===== src/verilog/temp_display_pkg.sv =====
// timing constants are sized for simulation; raise serial_half_period and stable_ticks on hardware
`default_nettype none

package temp_display_pkg;

	// ---------------------------------------
	// clock ratios, in clk27 cycles
	// ---------------------------------------
	// half of one serial clock period
	// about 2 MHz at 27 MHz would need 7
	localparam int serial_half_period = 4;
	// key must be steady this long
	// a board wants several ms here
	localparam int stable_ticks = 16;

	// ---------------------------------------
	// widths and counts
	// ---------------------------------------
	// one sensor reading
	localparam int data_bits = 8;
	// three decimal digits cover 255
	localparam int bcd_digits = 3;
	// digits on the led driver
	localparam int num_digits = 8;
	// driver command word
	localparam int word_bits = 16;

	// keys and their index in the key vector
	localparam int num_keys = 3;
	localparam int key_freeze = 0;
	localparam int key_hex = 1;
	localparam int key_humid = 2;

	// ---------------------------------------
	// led driver registers
	// ---------------------------------------
	// digit registers run from 1 to 8
	localparam logic [3:0] reg_digit1 = 4'd1;
	localparam logic [3:0] reg_decode = 4'd9;
	localparam logic [3:0] reg_intensity = 4'd10;
	localparam logic [3:0] reg_scan_limit = 4'd11;
	localparam logic [3:0] reg_shutdown = 4'd12;

	// start-up sequence, sent once after reset
	localparam int init_words = 4;
	// normal operation
	localparam logic [7:0] val_shutdown = 8'h01;
	// scan all eight digits
	localparam logic [7:0] val_scan_limit = 8'h07;
	// raw segments, no code b decoding
	localparam logic [7:0] val_decode = 8'h00;
	// mid brightness
	localparam logic [7:0] val_intensity = 8'h08;

	// segment byte of an unused digit
	localparam logic [7:0] font_blank = 8'h00;

endpackage

`default_nettype wire


===== src/verilog/key_debounce.sv =====
// key_n is active low and asynchronous; press and state follow stable_ticks + 2 cycles after it settles
`timescale 1ns/1ps
`default_nettype none

module key_debounce (
	input  wire  clk27,
	input  wire  arst_n,
	input  wire  key_n,
	output logic press,
	output logic state
);

	// two-flop synchronizer, idles high like a released key
	logic [1:0] sync_q;
	// debounced level, high while pressed
	logic       level;
	// counts samples that differ from level
	logic [$clog2(temp_display_pkg::stable_ticks)-1:0] cnt;
	// synchronized key, active high
	logic       key_now;

	assign key_now = ~sync_q[1];

	// ---------------------------------------
	// synchronizer
	// ---------------------------------------
	always_ff @(posedge clk27 or negedge arst_n) begin
		if (!arst_n) begin
			sync_q <= 2'b11;
		end else begin
			sync_q <= {sync_q[0], key_n};
		end
	end

	// ---------------------------------------
	// stability counter, pulse and toggle
	// ---------------------------------------
	always_ff @(posedge clk27 or negedge arst_n) begin
		if (!arst_n) begin
			cnt   <= '0;
			level <= 1'b0;
			press <= 1'b0;
			state <= 1'b0;
		end else begin
			press <= 1'b0;
			if (key_now == level) begin
				// any bounce restarts the count
				cnt <= '0;
			end else if (cnt == temp_display_pkg::stable_ticks - 1) begin
				cnt   <= '0;
				level <= key_now;
				// only the press edge counts, release is silent
				press <= key_now;
				state <= state ^ key_now;
			end else begin
				cnt <= cnt + 1'b1;
			end
		end
	end

endmodule

`default_nettype wire


===== src/verilog/bcd_sequencer.sv =====
// finished pulses data_bits + 2 cycles after start; a start while running restarts the conversion
`timescale 1ns/1ps
`default_nettype none

module bcd_sequencer (
	input  wire  clk27,
	input  wire  arst_n,
	input  wire  start,
	input  wire  [temp_display_pkg::data_bits-1:0] value,
	output logic clear,
	output logic shift_en,
	output logic shift_bit,
	output logic [temp_display_pkg::data_bits-1:0] raw_value,
	output logic finished
);

	// reading being shifted out, msb first
	logic [temp_display_pkg::data_bits-1:0] sreg;
	// shifts done so far in this run
	logic [$clog2(temp_display_pkg::data_bits)-1:0] bit_cnt;

	// next bit into cell 0
	assign shift_bit = sreg[temp_display_pkg::data_bits-1];

	// ---------------------------------------
	// run control
	// ---------------------------------------
	always_ff @(posedge clk27 or negedge arst_n) begin
		if (!arst_n) begin
			clear    <= 1'b0;
			shift_en <= 1'b0;
			bit_cnt  <= '0;
			finished <= 1'b0;
		end else begin
			finished <= 1'b0;
			if (start) begin
				// clear cells first, shifting starts a cycle later
				clear    <= 1'b1;
				shift_en <= 1'b0;
				bit_cnt  <= '0;
			end else if (clear) begin
				clear    <= 1'b0;
				shift_en <= 1'b1;
			end else if (shift_en) begin
				bit_cnt <= bit_cnt + 1'b1;
				if (bit_cnt == temp_display_pkg::data_bits - 1) begin
					// last bit goes in on this edge
					shift_en <= 1'b0;
					finished <= 1'b1;
				end
			end
		end
	end

	// ---------------------------------------
	// reading latch and shift register
	// ---------------------------------------
	always_ff @(posedge clk27) begin
		if (start) begin
			raw_value <= value;
			sreg      <= value;
		end else if (shift_en) begin
			sreg <= sreg << 1;
		end
	end

endmodule

`default_nettype wire


===== src/verilog/bcd_digit_cell.sv =====
// one double-dabble digit; carry_out is combinational, so a chain settles within one cycle
`timescale 1ns/1ps
`default_nettype none

module bcd_digit_cell (
	input  wire  clk27,
	input  wire  arst_n,
	input  wire  clear,
	input  wire  shift_en,
	input  wire  carry_in,
	output logic carry_out,
	output logic [3:0] digit
);

	// digit after the add-three step
	logic [3:0] corrected;

	// five or more would pass ten after the shift
	assign corrected = (digit >= 4'd5) ? digit + 4'd3 : digit;
	// top bit moves on into the next decade
	assign carry_out = corrected[3];

	always_ff @(posedge clk27 or negedge arst_n) begin
		if (!arst_n) begin
			digit <= 4'd0;
		end else if (clear) begin
			digit <= 4'd0;
		end else if (shift_en) begin
			// shift left, lower decade or reading bit enters at the bottom
			digit <= {corrected[2:0], carry_in};
		end
	end

endmodule

`default_nettype wire


===== src/verilog/ledmatrix.sv =====
// expects a max7219-style driver with no-decode fonts; one frame may be pending, later updates merge
`timescale 1ns/1ps
`default_nettype none

module ledmatrix (
	input  wire  clk27,
	input  wire  arst_n,
	input  wire  update,
	input  wire  [4*temp_display_pkg::bcd_digits-1:0] bcd_digits,
	input  wire  [temp_display_pkg::data_bits-1:0] raw_value,
	input  wire  show_hex,
	input  wire  freeze,
	input  wire  tx_done,
	input  wire  tx_busy,
	output logic word_valid,
	output logic [temp_display_pkg::word_bits-1:0] word
);

	// init words still going out
	logic init_active;
	// digit words of a frame going out
	logic frame_active;
	// word handed to serial_tx, waiting for done
	logic wait_done;
	// update seen during a frame
	logic pending;
	// init word or digit index
	logic [$clog2(temp_display_pkg::num_digits)-1:0] idx;
	logic active;
	logic frame_start;

	// frame data, taken at frame start
	logic [4*temp_display_pkg::bcd_digits-1:0] frame_bcd;
	logic [temp_display_pkg::data_bits-1:0] frame_raw;
	logic frame_hex;

	logic [3:0] dig0;
	logic [3:0] dig1;
	logic [3:0] dig2;
	logic [3:0] init_addr;
	logic [7:0] init_value;
	logic [3:0] digit_addr;
	logic [7:0] seg_byte;

	// ---------------------------------------
	// font, bit 7 dp then segments a to g
	// ---------------------------------------
	function automatic logic [7:0] seg_font(input logic [3:0] nib);
		logic [7:0] seg;
		case (nib)
			4'h0: seg = 8'h7e;
			4'h1: seg = 8'h30;
			4'h2: seg = 8'h6d;
			4'h3: seg = 8'h79;
			4'h4: seg = 8'h33;
			4'h5: seg = 8'h5b;
			4'h6: seg = 8'h5f;
			4'h7: seg = 8'h70;
			4'h8: seg = 8'h7f;
			4'h9: seg = 8'h7b;
			4'ha: seg = 8'h77;
			4'hb: seg = 8'h1f;
			4'hc: seg = 8'h4e;
			4'hd: seg = 8'h3d;
			4'he: seg = 8'h4f;
			default: seg = 8'h47;
		endcase
		return seg;
	endfunction

	assign active = init_active | frame_active;
	// a pending frame goes first, fresh updates only when not frozen
	assign frame_start = !active && (pending || (update && !freeze));

	// ones, tens, hundreds
	assign dig0 = frame_bcd[3:0];
	assign dig1 = frame_bcd[7:4];
	assign dig2 = frame_bcd[11:8];

	// ---------------------------------------
	// word contents
	// ---------------------------------------
	always_comb begin
		case (idx)
			3'd0: begin
				init_addr  = temp_display_pkg::reg_shutdown;
				init_value = temp_display_pkg::val_shutdown;
			end
			3'd1: begin
				init_addr  = temp_display_pkg::reg_scan_limit;
				init_value = temp_display_pkg::val_scan_limit;
			end
			3'd2: begin
				init_addr  = temp_display_pkg::reg_decode;
				init_value = temp_display_pkg::val_decode;
			end
			default: begin
				init_addr  = temp_display_pkg::reg_intensity;
				init_value = temp_display_pkg::val_intensity;
			end
		endcase
	end

	always_comb begin
		seg_byte = temp_display_pkg::font_blank;
		if (frame_hex) begin
			// low nibble on digit 1
			if (idx == 3'd0) begin
				seg_byte = seg_font(frame_raw[3:0]);
			end else if (idx == 3'd1) begin
				seg_byte = seg_font(frame_raw[7:4]);
			end
		end else begin
			case (idx)
				3'd0: seg_byte = seg_font(dig0);
				// tens blank only below ten
				3'd1: if (dig2 != 4'd0 || dig1 != 4'd0) seg_byte = seg_font(dig1);
				3'd2: if (dig2 != 4'd0) seg_byte = seg_font(dig2);
				default: seg_byte = temp_display_pkg::font_blank;
			endcase
		end
	end

	// digit 1 is the rightmost register
	assign digit_addr = temp_display_pkg::reg_digit1 + 4'(idx);
	assign word = {4'h0, init_active ? init_addr : digit_addr,
		init_active ? init_value : seg_byte};

	// ---------------------------------------
	// sequencing
	// ---------------------------------------
	always_ff @(posedge clk27 or negedge arst_n) begin
		if (!arst_n) begin
			init_active  <= 1'b1;
			frame_active <= 1'b0;
			wait_done    <= 1'b0;
			pending      <= 1'b0;
			idx          <= '0;
			word_valid   <= 1'b0;
		end else begin
			word_valid <= 1'b0;
			// remember one update that arrives while busy
			if (active && update && !freeze) begin
				pending <= 1'b1;
			end
			if (frame_start) begin
				frame_active <= 1'b1;
				idx          <= '0;
				pending      <= 1'b0;
			end
			if (active && !wait_done && !tx_busy) begin
				word_valid <= 1'b1;
				wait_done  <= 1'b1;
			end else if (wait_done && tx_done) begin
				wait_done <= 1'b0;
				if (init_active && idx == temp_display_pkg::init_words - 1) begin
					init_active <= 1'b0;
					idx         <= '0;
				end else if (frame_active && idx == temp_display_pkg::num_digits - 1) begin
					frame_active <= 1'b0;
					idx          <= '0;
				end else begin
					idx <= idx + 1'b1;
				end
			end
		end
	end

	// snapshot so a frame stays consistent while the next conversion runs
	always_ff @(posedge clk27) begin
		if (frame_start) begin
			frame_bcd <= bcd_digits;
			frame_raw <= raw_value;
			frame_hex <= show_hex;
		end
	end

endmodule

`default_nettype wire


===== src/verilog/serial_tx.sv =====
// sends one word msb first, 33 half periods; word_valid is dropped while busy
`timescale 1ns/1ps
`default_nettype none

module serial_tx (
	input  wire  clk27,
	input  wire  arst_n,
	input  wire  word_valid,
	input  wire  [temp_display_pkg::word_bits-1:0] word,
	output logic done,
	output logic busy,
	output logic seg_clk,
	output logic seg_dat,
	output logic seg_sel
);

	// clk27 cycles within a half period
	logic [$clog2(temp_display_pkg::serial_half_period)-1:0] div;
	// half period index, even low and odd high, last one is the load
	logic [$clog2(2*temp_display_pkg::word_bits+1)-1:0] phase;
	logic [temp_display_pkg::word_bits-1:0] sreg;
	logic load;
	logic tick;
	logic bit_end;
	logic last_half;

	assign load = word_valid && !busy;
	assign tick = busy && (div == temp_display_pkg::serial_half_period - 1);
	// end of a high half, clock falls
	assign bit_end = tick && phase[0];
	// high half of bit 0
	assign last_half = (phase == 2*temp_display_pkg::word_bits - 1);

	// ---------------------------------------
	// divider, bit count and pins
	// ---------------------------------------
	always_ff @(posedge clk27 or negedge arst_n) begin
		if (!arst_n) begin
			div     <= '0;
			phase   <= '0;
			busy    <= 1'b0;
			done    <= 1'b0;
			seg_clk <= 1'b0;
			seg_dat <= 1'b0;
			seg_sel <= 1'b1;
		end else begin
			done <= 1'b0;
			if (load) begin
				busy    <= 1'b1;
				div     <= '0;
				phase   <= '0;
				seg_sel <= 1'b0;
				seg_clk <= 1'b0;
				// msb is set up during the first low half
				seg_dat <= word[temp_display_pkg::word_bits-1];
			end else if (busy) begin
				if (tick) begin
					div <= '0;
					if (phase == 2*temp_display_pkg::word_bits) begin
						// load half over
						busy <= 1'b0;
						done <= 1'b1;
					end else begin
						phase   <= phase + 1'b1;
						seg_clk <= ~phase[0];
						if (phase[0]) begin
							if (last_half) begin
								// rising select latches the word
								seg_sel <= 1'b1;
								seg_dat <= 1'b0;
							end else begin
								seg_dat <= sreg[temp_display_pkg::word_bits-2];
							end
						end
					end
				end else begin
					div <= div + 1'b1;
				end
			end
		end
	end

	// ---------------------------------------
	// shift register
	// ---------------------------------------
	always_ff @(posedge clk27) begin
		if (load) begin
			sreg <= word;
		end else if (bit_end && !last_half) begin
			sreg <= sreg << 1;
		end
	end

endmodule

`default_nettype wire


===== src/verilog/temp_display.sv =====
// sensor readings come in already sampled with sample_valid; keys are active low, leds active low
`timescale 1ns/1ps
`default_nettype none

module temp_display (
	input  wire  clk27,
	input  wire  arst_n,
	input  wire  [temp_display_pkg::num_keys-1:0] key_n,
	input  wire  sample_valid,
	input  wire  [temp_display_pkg::data_bits-1:0] humid,
	input  wire  [temp_display_pkg::data_bits-1:0] temp,
	output logic seg_dat,
	output logic seg_sel,
	output logic seg_clk,
	output logic [3:0] led
);

	// key outputs, indexed by the package key numbers
	logic [temp_display_pkg::num_keys-1:0] key_press;
	logic [temp_display_pkg::num_keys-1:0] key_state;
	logic freeze;
	logic show_hex;
	logic show_humid;

	// conversion
	logic [temp_display_pkg::data_bits-1:0] reading;
	logic [temp_display_pkg::data_bits-1:0] bcd_raw;
	logic bcd_start;
	logic bcd_clear;
	logic bcd_shift_en;
	logic bcd_finished;
	// carry chain, bit 0 is the reading bit, top bit overflows past 999
	logic [temp_display_pkg::bcd_digits:0] carry;
	logic [4*temp_display_pkg::bcd_digits-1:0] bcd_value;

	// driver bus
	logic tx_valid;
	logic [temp_display_pkg::word_bits-1:0] tx_word;
	logic tx_done;
	logic tx_busy;

	// ---------------------------------------
	// keys
	// ---------------------------------------
	for (genvar g = 0; g < temp_display_pkg::num_keys; g++) begin : g_key
		key_debounce u_key (
			.clk27  (clk27),
			.arst_n (arst_n),
			.key_n  (key_n[g]),
			.press  (key_press[g]),
			.state  (key_state[g])
		);
	end

	assign freeze     = key_state[temp_display_pkg::key_freeze];
	assign show_hex   = key_state[temp_display_pkg::key_hex];
	assign show_humid = key_state[temp_display_pkg::key_humid];

	// ---------------------------------------
	// bcd conversion
	// ---------------------------------------
	assign reading = show_humid ? humid : temp;
	// mode changes reconvert so the display follows at once
	assign bcd_start = sample_valid | key_press[temp_display_pkg::key_hex]
		| key_press[temp_display_pkg::key_humid];

	bcd_sequencer u_seq (
		.clk27     (clk27),
		.arst_n    (arst_n),
		.start     (bcd_start),
		.value     (reading),
		.clear     (bcd_clear),
		.shift_en  (bcd_shift_en),
		.shift_bit (carry[0]),
		.raw_value (bcd_raw),
		.finished  (bcd_finished)
	);

	for (genvar d = 0; d < temp_display_pkg::bcd_digits; d++) begin : g_cell
		bcd_digit_cell u_cell (
			.clk27     (clk27),
			.arst_n    (arst_n),
			.clear     (bcd_clear),
			.shift_en  (bcd_shift_en),
			.carry_in  (carry[d]),
			.carry_out (carry[d+1]),
			.digit     (bcd_value[4*d +: 4])
		);
	end

	// ---------------------------------------
	// led driver
	// ---------------------------------------
	ledmatrix u_matrix (
		.clk27      (clk27),
		.arst_n     (arst_n),
		.update     (bcd_finished),
		.bcd_digits (bcd_value),
		.raw_value  (bcd_raw),
		.show_hex   (show_hex),
		.freeze     (freeze),
		.tx_done    (tx_done),
		.tx_busy    (tx_busy),
		.word_valid (tx_valid),
		.word       (tx_word)
	);

	serial_tx u_tx (
		.clk27      (clk27),
		.arst_n     (arst_n),
		.word_valid (tx_valid),
		.word       (tx_word),
		.done       (tx_done),
		.busy       (tx_busy),
		.seg_clk    (seg_clk),
		.seg_dat    (seg_dat),
		.seg_sel    (seg_sel)
	);

	// status leds, lit when low
	assign led[0] = ~tx_busy;
	assign led[1] = ~freeze;
	assign led[2] = ~show_hex;
	assign led[3] = ~show_humid;

endmodule

`default_nettype wire


===== config.mk =====
export PLATFORM = sky130hd
export DESIGN_NAME = temp_display
export DESIGN_NICKNAME = d
export VERILOG_FILES = /design/src/verilog/temp_display_pkg.sv /design/src/verilog/key_debounce.sv /design/src/verilog/bcd_sequencer.sv /design/src/verilog/bcd_digit_cell.sv /design/src/verilog/ledmatrix.sv /design/src/verilog/serial_tx.sv /design/src/verilog/temp_display.sv
export SDC_FILE = /design/constraint.sdc
export NUM_CORES = 1
export LEC_CHECK = 0
export BUFFER_PORTS_ARGS = -buffer_cell sky130_fd_sc_hd__buf_2
export CAP_MARGIN = 20
export CORE_UTILIZATION = 62
export DETAILED_ROUTE_END_ITERATION = 10
export GPL_TIMING_DRIVEN = 0
export PLACE_DENSITY = 0.8
export SETUP_SLACK_MARGIN = 0.3
export SLEW_MARGIN = 20
export SYNTH_ARGS = -nofsm -noshare
export SYNTH_HDL_FRONTEND = slang
export SYNTH_SLANG_ARGS = --single-unit

===== constraint.sdc =====
create_clock -name clk27 -period 2.98 [get_ports clk27]
set_clock_uncertainty 0.15 [all_clocks]
set_input_delay 0.149 -clock clk27 [delete_from_list [all_inputs] [get_ports clk27]]
set_output_delay 0.149 -clock clk27 [all_outputs]
set_load 0.03 [all_outputs]

**After elaboration in Yosys (flattened, before gate mapping)**

Memory sizes are Yosys's and may differ from the RTL's. A register that Yosys moved wholly into a read port is not among the register bits.
Index checks and enable logic that the tools add are counted.

- Bits in registers: 117
- ROM bits: 560
- Input bits: 22
- Output and inout bits: 7
- Logic and storage cells: 231
- Memories kept: 5

Memories:

| memory | words | bits a word | read ports | clocked after memory_dff | wr ports | line | RTL |
|---|---|---|---|---|---|---|---|
| (no name shown) | 16 | 7 | 1 | 1 | 0 | ledmatrix.sv:50 | `case (nib)` |
| (no name shown) | 16 | 7 | 1 | 1 | 0 | ledmatrix.sv:50 |  |
| (no name shown) | 16 | 7 | 1 | 1 | 0 | ledmatrix.sv:50 |  |
| (no name shown) | 16 | 7 | 1 | 1 | 0 | ledmatrix.sv:50 |  |
| (no name shown) | 16 | 7 | 1 | 1 | 0 | ledmatrix.sv:50 |  |

- $add $sub $neg: 11
- $lt $le $gt $ge: 3
- Eq/ne operators: 16
- Multiplexer cells: 97
- Bitwise operators: 18
- Reduce and logical (&&, ||, !) cells: 40

Operator list:

| cell | count |
|---|---|
| 4-bit 2-to-1 mux | 20 |
| 8-bit 2-to-1 mux | 9 |
| 1-bit 2-to-1 mux | 47 |
| 3-bit 2-to-1 mux | 9 |
| 12-bit 2-to-1 mux | 2 |
| 6-bit 2-to-1 mux | 4 |
| 8-bit case mux with 3 select lines | 1 |
| 2-bit nonzero test | 9 |
| 1-bit logical AND | 13 |
| 4-bit by 1-bit adder with 4-bit output (second input constant) | 3 |
| 4-bit == test (second input constant) | 3 |
| 4-bit by 3-bit >= comparator with 1-bit output (second input constant) | 3 |
| 1-bit NOT | 12 |
| 4-bit case mux with 3 select lines | 1 |
| 3-bit case mux with 3 select lines | 1 |
| 4-bit by 2-bit adder with 4-bit output (second input constant) | 2 |
| 2-bit AND reduction | 4 |
| 4-bit nonzero test | 2 |
| 3-bit by 1-bit adder with 3-bit output (second input constant) | 2 |
| 6-bit by 1-bit adder with 6-bit output (second input constant) | 1 |
| 3-bit by 2-bit == test with 1-bit output (second input constant) | 2 |
| 3-bit == test (second input constant) | 2 |
| 6-bit by 5-bit == test with 1-bit output (second input constant) | 1 |
| 6-bit == test (second input constant) | 1 |
| 17 further kinds | 31 |

**Longest topological paths before layout**

- Depth after elaboration: 9
- Gate-level depth with buffers: 10
- Mapped depth without buffers: 9

**Modules after synthesis**

A second synthesis with hierarchy kept.

- Cell total of the unflattened synthesis: 689
- Area total of the unflattened synthesis: 7981.4 um2

Modules (own cells, without submodules):

| module | instances | cells an instance | area an instance (um2) | sequential area each (um2) |
|---|---|---|---|---|
| ledmatrix | 1 | 343 | 3833.7 | 1532.7 |
| serial_tx | 1 | 126 | 1287.5 | 752.0 |
| bcd_sequencer | 1 | 49 | 903.4 | 630.6 |
| bcd_digit_cell | 3 | 27 | 261.5 | 100.1 |
| key_debounce (g_key[1].u_key ...) | 2 | 26 | 341.6 | 227.7 |
| key_debounce (g_key[0].u_key) | 1 | 24 | 336.6 | 227.7 |
| temp_display | 1 | 14 | 152.6 | 0.0 |

**Worst setup path before layout**

Ideal clock, no wire load.

- Path type: register to register
- From: register u_matrix.frame_active
- To: register with a tool-made name
- Library setup time: 0.122 ns
- Arrival: 2.109 ns
- Data required time: 2.708 ns
- Slack: 0.599 ns
- Cell stages (with the launch flop): 10
- Buffers on the path: 1
- Clock period less this slack: 2.381 ns
- Cell sequence: dfrtp_1 -> nor2_2 -> o21ai_4 -> inv_6 -> buf_12 -> mux2i_1 -> inv_1 -> ha_1 -> mux2i_1 -> o32a_1

RTL lines:

| element | line | RTL |
|---|---|---|
| start: declaration | ledmatrix.sv:22 | `logic frame_active;` |
| start signal: assignment | ledmatrix.sv:135 | `frame_active <= 1'b0;` |
| start signal: assignment | ledmatrix.sv:147 | `frame_active <= 1'b1;` |
| start signal: assignment | ledmatrix.sv:160 | `frame_active <= 1'b0;` |

==> impl_metrics.py <==
metrics = {
    "outcome": {
        "outcome": "finished with violations",
        "violations": "design-rule violations",
    },
    "floorplan": {
        "dieArea_um2": 12600,
        "core_um2": 11600,
        "pin_count": 29,
        "num_rows": 39,
        "dieHeight_um": 112,
        "start_util_pct": 65.0,
        "die_w_um": 112,
    },
    "yosys": {
        "synth_ff_type": "dfrtp_1",
        "yosys_register_bits": 151,
        "ys_warn_count": 0,
        "synth_nets": 723,
        "synth_edf_count": 49,
        "synth_area_leaders": "edfxtp_1 20%, dfrtp_1 19%, dfxtp_1 10%",
        "yosys.cell_count.top_type": "dfrtp_1",
        "syn_avg_cell_area_um2": 11.7,
        "synth_area_um2": 7540,
        "netlist.area_leader.share_pct": 19.5,
        "synthCells": 646,
        "ys_types": 59,
        "synth_top_cell_by_area": "edfxtp_1",
        "ys_seq_area_share_pct": 50.9,
        "synthTopCellsByCount": "56 x dfrtp_1, 55 x ha_1, 49 x edfxtp_1, 48 x mux2i_1, 45 x inv_1",
        "async_flop_share_pct": 42.4,
    },
    "timing": {
        "fmaxAchievable_mhz": 416,
        "finalSetupTns_ns": 0,
        "min_period_ns": 2.40,
        "period_share_pct": 80.6,
        "relSlewSlack_pct": 41.5,
        "hold_viol_final": 0,
        "tightest_slew_ns": 0.878,
        "rsz0062_at_grt": "false",
        "finalSetupViolations": 0,
        "slew_viol_final": 0,
    },
    "final_layout": {
        "antenna_cells": 0,
        "num-fill-cells": 719,
        "drive_above_1_share_pct": 18.3,
        "ff_latch_area_um2": 3840,
        "areaGrowthSynthToFinish_pct": 16.5,
        "fin_nets": 800,
        "instances_no_fill": 879,
        "multi_input_area_um2": 3440,
    },
    "worst_setup_path": {
        "crit_fanout": 8,
        "reg2reg_depth": 9,
        "cp.arrival_ns": 2.61,
        "cp_data_required_time_ns": 3.18,
        "worstSetupPathType": "reg -> reg",
        "critPathLaunchType": "register",
        "critPathCaptureType": "register",
        "regToRegSetupSlack_ns": 0.58,
    },
    "route": {
        "wl_per_cell_um": 17.2,
        "drt_first_iter_violations": 428,
        "drc": 2,
        "via_count": 5187,
        "vias_per_cell": 5.90,
        "ant_nets": 0,
        "postRouteWirelength_mm": 15.1,
        "first_pass_iters": 7,
    },
    "min_path": {
        "holdPathStages": 3,
        "hold_class": "in -> reg",
    },
    "placement": {
        "port_buffers": 28,
        "dp_cells": 817,
        "hpwl_mm": 9.92,
        "gp_congestion": 0.875,
    },
    "pwr": {
        "p_leak_nw": 3.71,
        "comb_power_share_pct": 8.8,
        "switching_share_pct": 24.2,
        "power.internal_mw": 3.68,
        "power_frac_seq_pct": 49.4,
        "vdd_drop_max_uv": 460,
        "power.density_nw_per_um2": 553,
        "p_sw_mw": 1.18,
        "power_mw": 4.86,
        "p_clk_share_pct": 41.7,
    },
    "clock_network": {
        "path_clk_slew_ns": 0.06,
        "cts_made_buffers": 17,
        "cts_tree": "done",
        "cts_buffer_depth": 2,
        "htreeDepth": 4,
        "cts.root.buffer_cell": "clkbuf_16",
        "clk_latency_ns": 0.43,
        "clock-sinks": 151,
    },
    "job": {
        "max_cap_violations": 0,
    },
    "global_routing": {
        "grt-ovfl-total": 0,
        "grt_max_degree": 65,
        "grt.total_usage_pct": 25.3,
        "grt_pass1_vias": 5261,
        "grt_pass1_wl_mm": 24.8,
        "antenna_found_initial": 0,
    },
}
## metal layers
layer / share of wire (%) / global-route usage, %
met1: 41 / 29.3
met2: 53 / 45.8
met3: 3.9 / 5.78
met4: 1.8 / 9.51
met5: 0 / 0
## through the flow
stage	util [%]	instance area (µm²)	hold slack [ns]	setup slack, ns
2_1_floorplan	-	7540	-0.297	0.599
3_3_place_gp	67.7	7860	0.104	0.121
3_5_place_dp	67.7	7870	0.107	0.0299
4_1_cts	74.6	8660	0.00138	0.236
5_1_grt	75.7	8790	0.0330	0.435
6_report	75.7	8790	0.0229	0.577
## critical path, cell delays in order, from the launching register on
cell and delay [ns]:
dfrtp_1 0.37, nor2b_4 0.14, o21ai_4 0.26, clkinv_4 0.11
buf_4 0.20, mux2_2 0.31, inv_1 0.14, ha_1 0.24
mux2_2 0.28, mux2i_1 0.14
## logic make-up (layout without fill, tap and decap cells)
| family | Yosys count | after routing | synth area share (%) |
|---|---|---|---|
| DFF | 151 | 151 | 50.9 |
| and+or+nand+nor | 144 | 144 | 9.35 |
| xor gates and xnor gates | 23 | 23 | 2.67 |
| muxes | 83 | 83 | 12.2 |
| adders and majority gates | 55 | 55 | 9.12 |
| AOI/OAI and AO/OA | 119 | 119 | 11.3 |
| buffers and inverters | 71 | 161 | 4.38 |
## path summary, 6_finish.rpt
check / startpoint / to
worst max register to register: u_seq.finished / register
max in group asynchronous: arst_n / g_cell[2].u_cell.digit[3]
worst max-delay path: u_seq.finished / register
min in group asynchronous: arst_n / u_matrix.idx[0]
worst min register to register: g_key[1].u_key.sync_q[0] / g_key[1].u_key.sync_q[1]
worst min-delay path: humid[5] / u_seq.sreg[5]
## power groups by stage
stage          clock network (mW)  logic, mW  registers, mW
2_1_floorplan                   0      0.277           2.43
3_3_place_gp                    0      0.381           2.43
3_5_place_dp                    0      0.405           2.44
4_1_cts                      2.05      0.430           2.40
5_1_grt                      2.13      0.492           2.42
6_report                     2.03      0.430           2.40
## cell usage in the layout (no fill, tap or decap), types with 5 or more instances in the layout
cell and instances:
ha_1 55, nor3_1 12, nor2b_1 9, dlygate4sd3_1 20, o22a_1 10, xnor2_1 18, nand2_1 44, a221oi_1 8
clkbuf_1 16, buf_4 12, o32a_1 5, dfstp_2 8, inv_1 45, mux2i_1 43, nor3b_1 12, a22oi_1 9
nand2b_1 6, xor2_1 5, nor2_1 38, a31oi_1 8, clkbuf_16 19, o21ai_0 22, buf_2 31, mux2i_4 8
dfxtp_1 38, dfrtp_1 56, mux2_2 28, edfxtp_1 49, a21oi_1 27, nand3_1 8
## area by class of cell
type	count	area share, %
Sequential cell	151	43.7
Multi-Input combinational cell	424	39.1
Clock buffer	21	5.25
Timing Repair Buffer	58	4.95
Tap cell	143	2.04
Inverter	46	2.02
Buffer	25	1.82
Clock inverter	11	1.10
## repair_timing
item / 4_1_cts / 5_1_grt
pin swaps: 0 / 1
gates resized for setup: 6 / 7
hold buffers: 20 / 0
endpoints found under the hold margin: 67 / 0
setup endpoints to repair: 23 / 21
setup buffers: 1 / 8
gates cloned: 0 / 1
No activity file was read; power rests on OpenSTA's default activity.
